File: src/trace_pkg.sv
`default_nettype none

package trace_pkg;

	////////////////////
	// Trace record
	////////////////////

	// One step of the processor as seen on its trace port
	typedef struct packed {
		logic [31:0] instr;
		logic [31:0] addr;
		logic [31:0] wdata;
		logic        wr;
	} trace_rec_t;

	////////////////////
	// Text output
	////////////////////

	// Eight characters with byte 7 leaving the UART first
	typedef logic [7:0][7:0] ascii_word_t;

	// Word position inside one line of text
	typedef enum logic [1:0] {
		SEL_INSTR  = 2'd0,
		SEL_ADDR   = 2'd1,
		SEL_WDATA  = 2'd2,
		SEL_STATUS = 2'd3
	} word_sel_t;

	localparam logic [7:0] CH_CR   = 8'h0d;
	localparam logic [7:0] CH_LF   = 8'h0a;
	localparam logic [7:0] CH_ZERO = 8'h30;
	localparam logic [7:0] CH_A    = 8'h41;

	////////////////////
	// Instruction fields
	////////////////////

	// All-zero opcode marks the end of the program
	localparam int OPCODE_MSB = 31;
	localparam int OPCODE_LSB = 26;

endpackage

`default_nettype wire

File: src/hex_line_fmt.sv
`timescale 1ns/1ps
`default_nettype none

module hex_line_fmt import trace_pkg::*; (
	input  trace_rec_t  rec,
	input  word_sel_t   sel,
	output ascii_word_t word
);

	logic [31:0] field;
	ascii_word_t digits;
	ascii_word_t status;

	// Nibble to upper-case hex character
	function automatic logic [7:0] hex_char(input logic [3:0] nib);
		logic [7:0] wide;
		wide = {4'h0, nib};
		if (nib < 4'd10) begin
			return CH_ZERO + wide;
		end
		return CH_A + (wide - 8'd10);
	endfunction

	////////////////////
	// Field select
	////////////////////

	always_comb begin
		case (sel)
			SEL_INSTR: field = rec.instr;
			SEL_ADDR:  field = rec.addr;
			SEL_WDATA: field = rec.wdata;
			default:   field = '0;
		endcase
	end

	// Most significant nibble ends up in byte 7
	always_comb begin
		for (int i = 0; i < 8; i++) begin
			digits[i] = hex_char(field[4*i +: 4]);
		end
	end

	// Five zeros, write flag digit, then end of line
	assign status = {{5{CH_ZERO}}, hex_char({3'b000, rec.wr}), CH_CR, CH_LF};

	assign word = (sel == SEL_STATUS) ? status : digits;

endmodule

`default_nettype wire

File: src/step_trace_ctrl.sv
`timescale 1ns/1ps
`default_nettype none

module step_trace_ctrl import trace_pkg::*; (
	input  logic       clk,
	input  logic       rst,
	input  trace_rec_t trace,
	input  logic       fifo_empty,
	output trace_rec_t rec,
	output word_sel_t  sel,
	output logic       wr_en,
	output logic       stall,
	output logic       done
);

	typedef enum logic [2:0] {
		ST_IDLE,
		ST_RUN,
		ST_W0,
		ST_W1,
		ST_W2,
		ST_W3
	} state_t;

	state_t state;
	state_t state_nxt;
	logic   done_q;
	logic   opcode_zero;
	logic   may_start;

	// Presented instruction ends the program
	assign opcode_zero = (trace.instr[OPCODE_MSB:OPCODE_LSB] == '0);

	// Previous line fully handed to the UART and not yet finished
	assign may_start = fifo_empty && !done_q;

	////////////////////
	// Step FSM
	////////////////////

	always_ff @(posedge clk or posedge rst) begin
		if (rst) begin
			state <= ST_IDLE;
		end else begin
			state <= state_nxt;
		end
	end

	always_comb begin
		state_nxt = state;
		case (state)
			ST_IDLE: begin
				if (may_start && !opcode_zero) begin
					state_nxt = ST_RUN;
				end
			end
			ST_RUN:  state_nxt = ST_W0;
			ST_W0:   state_nxt = ST_W1;
			ST_W1:   state_nxt = ST_W2;
			ST_W2:   state_nxt = ST_W3;
			default: state_nxt = ST_IDLE;
		endcase
	end

	// Sticky end of program flag
	always_ff @(posedge clk or posedge rst) begin
		if (rst) begin
			done_q <= 1'b0;
		end else if (state == ST_IDLE && may_start && opcode_zero) begin
			done_q <= 1'b1;
		end
	end

	// Processor advances on the same edge
	always_ff @(posedge clk) begin
		if (state == ST_RUN) begin
			rec <= trace;
		end
	end

	////////////////////
	// Outputs
	////////////////////

	always_comb begin
		case (state)
			ST_W1:   sel = SEL_ADDR;
			ST_W2:   sel = SEL_WDATA;
			ST_W3:   sel = SEL_STATUS;
			default: sel = SEL_INSTR;
		endcase
	end

	assign wr_en = (state == ST_W0) || (state == ST_W1) || (state == ST_W2) || (state == ST_W3);
	assign stall = (state != ST_RUN);
	assign done  = done_q;

endmodule

`default_nettype wire

File: src/width_down_fifo.sv
`timescale 1ns/1ps
`default_nettype none

module width_down_fifo import trace_pkg::*; #(
	parameter int FIFO_WORDS = 2
) (
	input  logic        clk,
	input  logic        rst,
	input  logic        wr_en,
	input  ascii_word_t wdata,
	input  logic        rd_en,
	output logic [7:0]  rdata,
	output logic        empty,
	output logic        full
);

	localparam int AW = $clog2(FIFO_WORDS);

	ascii_word_t mem [FIFO_WORDS];

	// Extra top bit tells full from empty
	logic [AW:0] wr_ptr;
	logic [AW:0] rd_ptr;
	logic [2:0]  byte_ptr;
	logic        do_wr;
	logic        do_rd;
	logic        last_byte;

	assign do_wr     = wr_en && !full;
	assign do_rd     = rd_en && !empty;
	assign last_byte = (byte_ptr == 3'd0);

	////////////////////
	// Word storage
	////////////////////

	always_ff @(posedge clk) begin
		if (do_wr) begin
			mem[wr_ptr[AW-1:0]] <= wdata;
		end
	end

	always_ff @(posedge clk or posedge rst) begin
		if (rst) begin
			wr_ptr <= '0;
		end else if (do_wr) begin
			wr_ptr <= wr_ptr + 1'b1;
		end
	end

	////////////////////
	// Byte read side
	////////////////////

	// Walk the head word from byte 7 down, then retire it
	always_ff @(posedge clk or posedge rst) begin
		if (rst) begin
			rd_ptr   <= '0;
			byte_ptr <= 3'd7;
		end else if (do_rd) begin
			if (last_byte) begin
				rd_ptr   <= rd_ptr + 1'b1;
				byte_ptr <= 3'd7;
			end else begin
				byte_ptr <= byte_ptr - 3'd1;
			end
		end
	end

	// Show-ahead output
	assign rdata = mem[rd_ptr[AW-1:0]][byte_ptr];

	assign empty = (wr_ptr == rd_ptr);
	assign full  = (wr_ptr[AW] != rd_ptr[AW]) && (wr_ptr[AW-1:0] == rd_ptr[AW-1:0]);

endmodule

`default_nettype wire

File: src/uart_tx.sv
`timescale 1ns/1ps
`default_nettype none

module uart_tx #(
	parameter int CLKS_PER_BIT = 16
) (
	input  logic       clk,
	input  logic       rst,
	input  logic       start,
	input  logic [7:0] data,
	output logic       ready,
	output logic       txd
);

	localparam int CW = (CLKS_PER_BIT > 1) ? $clog2(CLKS_PER_BIT) : 1;
	localparam logic [CW-1:0] LAST_CLK = CW'(CLKS_PER_BIT - 1);

	logic          busy;
	logic [CW-1:0] clk_cnt;
	logic [3:0]    bit_cnt;
	// Stop, data, start; bit 0 is on the line
	logic [9:0]    shreg;
	logic          bit_end;

	assign bit_end = (clk_cnt == LAST_CLK);

	////////////////////
	// Frame sequencer
	////////////////////

	always_ff @(posedge clk or posedge rst) begin
		if (rst) begin
			busy    <= 1'b0;
			clk_cnt <= '0;
			bit_cnt <= 4'd0;
			shreg   <= '1;
		end else if (!busy) begin
			if (start) begin
				busy    <= 1'b1;
				clk_cnt <= '0;
				bit_cnt <= 4'd0;
				shreg   <= {1'b1, data, 1'b0};
			end
		end else if (bit_end) begin
			clk_cnt <= '0;
			// Ones fill in behind, so the line idles high
			shreg   <= {1'b1, shreg[9:1]};
			if (bit_cnt == 4'd9) begin
				busy <= 1'b0;
			end else begin
				bit_cnt <= bit_cnt + 4'd1;
			end
		end else begin
			clk_cnt <= clk_cnt + 1'b1;
		end
	end

	assign ready = !busy;
	assign txd   = shreg[0];

endmodule

`default_nettype wire

File: src/cpu_trace_top.sv
`timescale 1ns/1ps
`default_nettype none

module cpu_trace_top import trace_pkg::*; #(
	parameter int CLKS_PER_BIT = 16,
	parameter int FIFO_WORDS   = 2
) (
	input  logic       clk,
	input  logic       rst,
	input  trace_rec_t trace,
	output logic       stall,
	output logic       done,
	output logic       txd
);

	trace_rec_t  rec;
	word_sel_t   sel;
	ascii_word_t word;
	logic        wr_en;
	logic        fifo_empty;
	logic        fifo_full;
	logic [7:0]  fifo_byte;
	logic        uart_ready;
	logic        pop;

	////////////////////
	// Step control and text
	////////////////////

	step_trace_ctrl u_ctrl (
		.clk        (clk),
		.rst        (rst),
		.trace      (trace),
		.fifo_empty (fifo_empty),
		.rec        (rec),
		.sel        (sel),
		.wr_en      (wr_en),
		.stall      (stall),
		.done       (done)
	);

	hex_line_fmt u_fmt (
		.rec  (rec),
		.sel  (sel),
		.word (word)
	);

	////////////////////
	// Byte path to the line
	////////////////////

	width_down_fifo #(
		.FIFO_WORDS (FIFO_WORDS)
	) u_fifo (
		.clk   (clk),
		.rst   (rst),
		.wr_en (wr_en),
		.wdata (word),
		.rd_en (pop),
		.rdata (fifo_byte),
		.empty (fifo_empty),
		.full  (fifo_full)
	);

	// One strobe pops the FIFO and starts the frame
	assign pop = !fifo_empty && uart_ready;

	uart_tx #(
		.CLKS_PER_BIT (CLKS_PER_BIT)
	) u_uart (
		.clk   (clk),
		.rst   (rst),
		.start (pop),
		.data  (fifo_byte),
		.ready (uart_ready),
		.txd   (txd)
	);

endmodule

`default_nettype wire

File: config.mk
export PLATFORM = sky130hd
export DESIGN_NAME = cpu_trace_top
export DESIGN_NICKNAME = d
export VERILOG_FILES = /design/src/trace_pkg.sv /design/src/hex_line_fmt.sv /design/src/step_trace_ctrl.sv /design/src/width_down_fifo.sv /design/src/uart_tx.sv /design/src/cpu_trace_top.sv
export SDC_FILE = /design/constraint.sdc
export NUM_CORES = 1
export LEC_CHECK = 0
export ABC_CLOCK_PERIOD_IN_PS = 12790
export BUFFER_PORTS_ARGS = -buffer_cell sky130_fd_sc_hd__buf_2
export CAP_MARGIN = 30
export CORE_ASPECT_RATIO = 0.6
export CORE_MARGIN = 2
export CORE_UTILIZATION = 65
export DETAILED_ROUTE_END_ITERATION = 12
export PLACE_DENSITY_LB_ADDON = 0.15
export SLEW_MARGIN = 20
export SYNTH_ARGS = -nofsm -noshare
export SYNTH_HDL_FRONTEND = slang
export SYNTH_SLANG_ARGS = --single-unit
File: constraint.sdc
create_clock -name clk -period 12.79 [get_ports clk]
set_clock_uncertainty 0.05 [all_clocks]
set_input_delay 0.6395 -clock clk [delete_from_list [all_inputs] [get_ports clk]]
set_output_delay 0.6395 -clock clk [all_outputs]
set_load 0.005 [all_outputs]
== Word level (Yosys, flattened, before mapping) ==
Memories as Yosys holds them, arrays and structs flattened.
Index checks and enable logic that the tools add are counted.

* Register bits: 127
* Memory bits (writable): 128
* Output and inout bits: 3
* Word-level logic and storage cells: 141
* Memories: 1

* Add/subtract/negate cells: 30
* $lt $le $gt $ge: 9
* Equality and inequality tests: 17
* Multiplexer cells: 47
* Reductions and logical operators: 24

{| class="wikitable"
|+ Memory list
! memory !! words !! bits a word !! rd ports !! clocked after Yosys merged registers in !! write ports !! RTL line !! text
|-
| u_fifo.mem || 2 || 64 || 1 || 0 || 1 || width_down_fifo.sv:19 || <nowiki>ascii_word_t mem [FIFO_WORDS];</nowiki>
|}

{| class="wikitable"
|+ Operator list
! kind !! number
|-
| two-way mux 8 bit || 17
|-
| one-hot mux 32 bit (3 select lines) || 1
|-
| adder 7 x 8 -> 8 bit (first input constant) || 8
|-
| two-way mux 64 bit || 1
|-
| adder 6 x 4 -> 7 bit (first input constant) || 8
|-
| subtractor 4 x 4 -> 5 bit (second input constant) || 8
|-
| < comparator 4 bit (second input constant) || 8
|-
| two-way mux 10 bit || 3
|-
| binary-select mux 8 bit (select 3 bit) || 1
|-
| two-way mux 4 bit || 6
|-
| one-hot mux 3 bit (5 select lines) || 1
|-
| two-way mux 1 bit || 14
|-
| adder 4 x 1 -> 4 bit (second input constant) || 2
|-
| equality test 4 bit (second input constant) || 2
|-
| logical AND 1 bit || 8
|-
| adder 6 x 1 -> 7 bit (first input constant) || 1
|-
| equality test 3 x 2 -> 1 bit (second input constant) || 2
|-
| equality test 3 bit (second input constant) || 2
|-
| logical NOT 3 bit || 2
|-
| logical NOT 6 bit || 1
|-
| two-way mux 3 bit || 2
|-
| one-hot mux 2 bit (3 select lines) || 1
|-
| logical NOT 1 bit || 5
|-
| adder 2 x 1 -> 2 bit (second input constant) || 2
|-
| 16 further kinds || 21
|}

== Depth between registers and ports, before layout ==
* Depth in word-level cells: 8
* Mapped depth: 17

== By module ==
A second synthesis with hierarchy kept.

* Cell total of the unflattened synthesis: 794
* Area total of the unflattened synthesis: 12047.8 um^2

{| class="wikitable"
|+ By module, submodules not included
! module !! instances !! cells an instance !! area each (um^2) !! seq. area each (um^2)
|-
| width_down_fifo || 1 || 254 || 5356.4 || 4022.6
|-
| step_trace_ctrl || 1 || 124 || 3161.8 || 3012.9
|-
| hex_line_fmt || 1 || 327 || 2549.9 || 0.0
|-
| uart_tx || 1 || 88 || 965.9 || 461.7
|-
| cpu_trace_top || 1 || 1 || 13.8 || 0.0
|}

== Worst setup path before layout ==
OpenSTA, ideal clock, no wires.

* Kind: register to output
* From: register u_ctrl.state[0]
* To: output port stall
* Data arrival time: 7.780 ns
* Data required time: 12.100 ns
* Path slack: 4.320 ns
* Cell stages (with the launch flop): 5
* Cell sequence: dfrtp_1 > inv_1 > clkbuf_1 > nor3_1 > inv_1

* Cells in the longest elaborated chain, start to end: 1

{| class="wikitable"
|+ RTL lines
! what !! RTL line !! text
|-
| start: declaration || step_trace_ctrl.sv:25 || <nowiki>state_t state;</nowiki>
|-
| start signal: assignment || step_trace_ctrl.sv:45 || <nowiki>state <= state_nxt;</nowiki>
|-
| != test 3 x 1 -> 1 bit || step_trace_ctrl.sv:95 || <nowiki>assign stall = (state != ST_RUN);</nowiki>
|-
| end: declaration || cpu_trace_top.sv:11 || <nowiki>output logic stall,</nowiki>
|}

No other way between the ends.

==> results.py <==
metrics = {
    "synthesis": {
        "synth.top_cell.area_share_pct": 53.8,
        "yosys-top-cells-area": "edfxtp_1 54%, ha_1 4.1%, mux2i_1 3.7%, dfrtp_1 3.6%, mux4_2 3.3%",
        "synthesis.area_um2": 11700,
        "avgSynthCellArea_um2": 13.0,
        "yosysWarnings": 0,
        "synth_edf_count": 209,
        "ys_dominant_reg_cell": "edfxtp_1",
        "syn_nets": 1035,
        "ys_types": 69,
        "synth_seq_cells": 238,
        "yosysTopAreaCell": "edfxtp_1",
        "async_reset_ff_share_pct": 12.2,
        "seq_area_frac_synth_pct": 60.2,
        "syn_inst": 898,
    },
    "grt": {
        "overflow": 0,
        "grt_usage_pct": 26.0,
        "grt_first_pass_wirelength_mm": 38.3,
        "antenna_found_initial": 0,
        "grt_start_max_net_pins": 82,
        "grt_pass1_vias": 7248,
    },
    "power_and_ir_drop": {
        "max-vdd-ir-drop_mv": 0.133,
        "leakage_uw": 0.00493,
        "p_per_area_nw_per_um2": 118,
    },
    "setup_path": {
        "cp_max_fo": 81,
        "rr_worst_depth": 10,
        "reg2reg_setup_slack_ns": 8.48,
        "cp_data_required_time_ns": 12.99,
        "startpoint_type": "register",
        "worstPathBufferInverterCount": 2,
        "arrival_ns": 4.52,
        "crit_family": "buffers and inverters",
        "path_cells": "ha_2 -> buf_4 -> clkinv_1 -> a211o_1 -> nand3_1 -> nor2_1 -> ha_1 -> nand3_1 -> or3_1 -> and3_1",
        "path_common_cell": "nand3_1",
        "r2r-end": "u_fifo.mem[1][3]",
        "slowest_delay_ns": 0.80,
        "critPathSlowestCell": "clkinv_1",
        "regToRegStartpoint": "u_ctrl.state[2]",
        "path_class": "reg2reg",
        "cp-end-kind": "register",
    },
    "route": {
        "via_count": 7636,
        "wl_per_cell_um": 19.7,
        "drc": 0,
        "routed_wl_mm": 24.2,
        "firstDrtPassIters": 5,
        "drt_iter0_drc": 717,
        "via_per_inst": 6.21,
        "ant_nets": 0,
    },
    "clock_tree": {
        "cts_root_buf": "clkbuf_16",
        "cts_num_sinks": 238,
        "htree_num_levels": 1,
        "ctsResizeCount": 0,
        "cts_tree": "done",
        "clk_latency_ns": 0.51,
        "post_cts_buffers": 0,
        "cts.clk_slew.worst_paths_ns": 0.07,
        "cts_hold_buf": 0,
        "cts_buffer_depth": 3,
        "numCtsBuffers": 22,
    },
    "die": {
        "die_w_um": 177,
        "core_um2": 17400,
        "die_h_um": 108,
        "pin_count": 102,
        "rows": 37,
        "start_util_pct": 67.1,
        "die_area_um2": 19100,
    },
    "sta": {
        "rsz0062_at_grt": "false",
        "fmax_mhz": 232,
        "setup_ws_ns": 8.48,
        "slew_violations": 0,
        "setup_violations": 0,
        "hold_viol": 0,
        "tightestPinTransition_ns": 0.911,
        "fin_crit_ns": 4.31,
        "timing.final.crit_share_pct": 33.7,
        "tns_ns": 0,
        "slew_headroom_pct": 39.3,
    },
    "cells_and_area": {
        "diodes": 0,
        "mostFrequentLayoutCell": "edfxtp_1",
        "fillers": 1097,
        "final_layout_size_suffix_gt1_share_pct": 21.2,
        "final_cell_mix": "209 x edfxtp_1, 101 x buf_2, 59 x nand2_1, 59 x nor2_1",
        "finalNetCount": 1117,
        "area_delta_synth_final_pct": 11.9,
    },
    "placed_design": {
        "place_ws_ns": 8.53,
        "io_buffer_count": 101,
        "dp_hpwl_mm": 16.4,
        "place.gp.congestion": 0.853,
    },
    "run": {
        "drv_cap": 0,
    },
    "min_path": {
        "min_path_type": "in2async",
    },
    "outcome": {
        "status": "completed",
    },
}
-- per-layer routing --
metal  share of wire, %  track usage [%]  routed length [µm]
met3                6.6             4.38                1590
met4                1.8             5.55                 429
met5                  0                0                   0
met1                 45             38.9               11000
met2                 46             40.5               11200
-- sequential cells by signal, indices dropped and copies added (netlist names) --
name / cells
u_fifo.byte_ptr: 3
u_fifo.rd_ptr: 2
u_uart.bit_cnt: 4
u_fifo.mem: 112
u_ctrl.done: 1
u_uart.clk_cnt: 4
u_ctrl.state: 3
u_ctrl.rec: 97
u_fifo.wr_ptr: 2
u_uart.shreg: 9
u_uart.busy: 1
-- tightest hold or removal path, cell delays in order --
cell	delay (ns)
buf_2	0.10
inv_1	0.04
buf_4	0.34
-- Yosys cell counts (all sizes together) (2+ instances only) --
library cell	count
a31o	4
mux2i	43
ha	38
nand2	60
dfrtp	17
a22oi	15
dfstp	12
mux4	17
nor3	13
nor2	60
nand3b	11
mux2	2
nor2b	7
xnor2	18
clkbuf	23
a2bb2oi	2
clkinv	2
edfxtp	209
inv	26
or3	4
nand3	29
o41ai	5
buf	32
nor4	2
a211oi	13
o22ai	16
o21a	6
or2	2
xor2	18
o31a	2
and2	14
a211o	7
and3	23
o211ai	6
a31oi	8
nand4	2
a21o	7
nand4b	2
o221a	5
nand2b	5
o21ai	53
o31ai	3
a21oi	46
-- cells by family after synthesis --
logic type / Yosys count / synth area share [%]
AO/OA/AOI/OAI: 205 / 11.9
adder cells (fa/ha/maj): 38 / 4.08
buffers and inverters: 83 / 3.42
XOR/XNOR: 36 / 3.09
multiplexers: 62 / 7.17
AND/OR/NAND/NOR: 236 / 10.1
flip-flops: 238 / 60.2
-- stage by stage --
step           cells  utilization, %  hold WS (ns)  total power [µW]  instance area [µm²]
3_3_place_gp    1188            70.6         0.404               879                12300
2_1_floorplan    898               -         0.389               862                11700
3_5_place_dp    1188            70.6         0.404               879                12300
5_1_grt         1230            75.1         0.175              1580                13000
6_report        1230            75.1         0.154              1540                13000
4_1_cts         1228            74.9         0.154              1550                13000
-- layout make-up --
class	count	area (µm²)	share of cell area (%)
multi-input cells	577	4270	32.7
clock inverters	16	160	1.23
inverters	28	105	0.806
repair buffers	113	619	4.75
flip-flops and latches	238	7020	53.8
well taps	234	293	2.25
clock buffers	24	579	4.44
-- report_power, final --
group	switching (µW)	internal, µW	total (µW)	leakage (µW)
clock network	285	389	674	0.000366
logic	8.76	12.1	20.8	0.00239
registers	0.861	841	842	0.00218
-- worst max-delay path by stage --
stage	from	to	slack, ns	cells past startpoint
5_1_grt	u_ctrl.state[2]	u_fifo.mem[1][3]	8.15	10
6_report	u_ctrl.state[2]	u_fifo.mem[1][3]	8.48	10
4_1_cts	u_ctrl.state[0]	stall	8.49	7
3_5_place_dp	u_ctrl.state[2]	u_fifo.mem[0][3]	8.53	10
2_1_floorplan	u_ctrl.state[0]	stall	4.32	4
3_3_place_gp	u_ctrl.state[2]	u_fifo.mem[0][3]	8.63	10
Note: power is estimated with default switching activity, not from simulation.
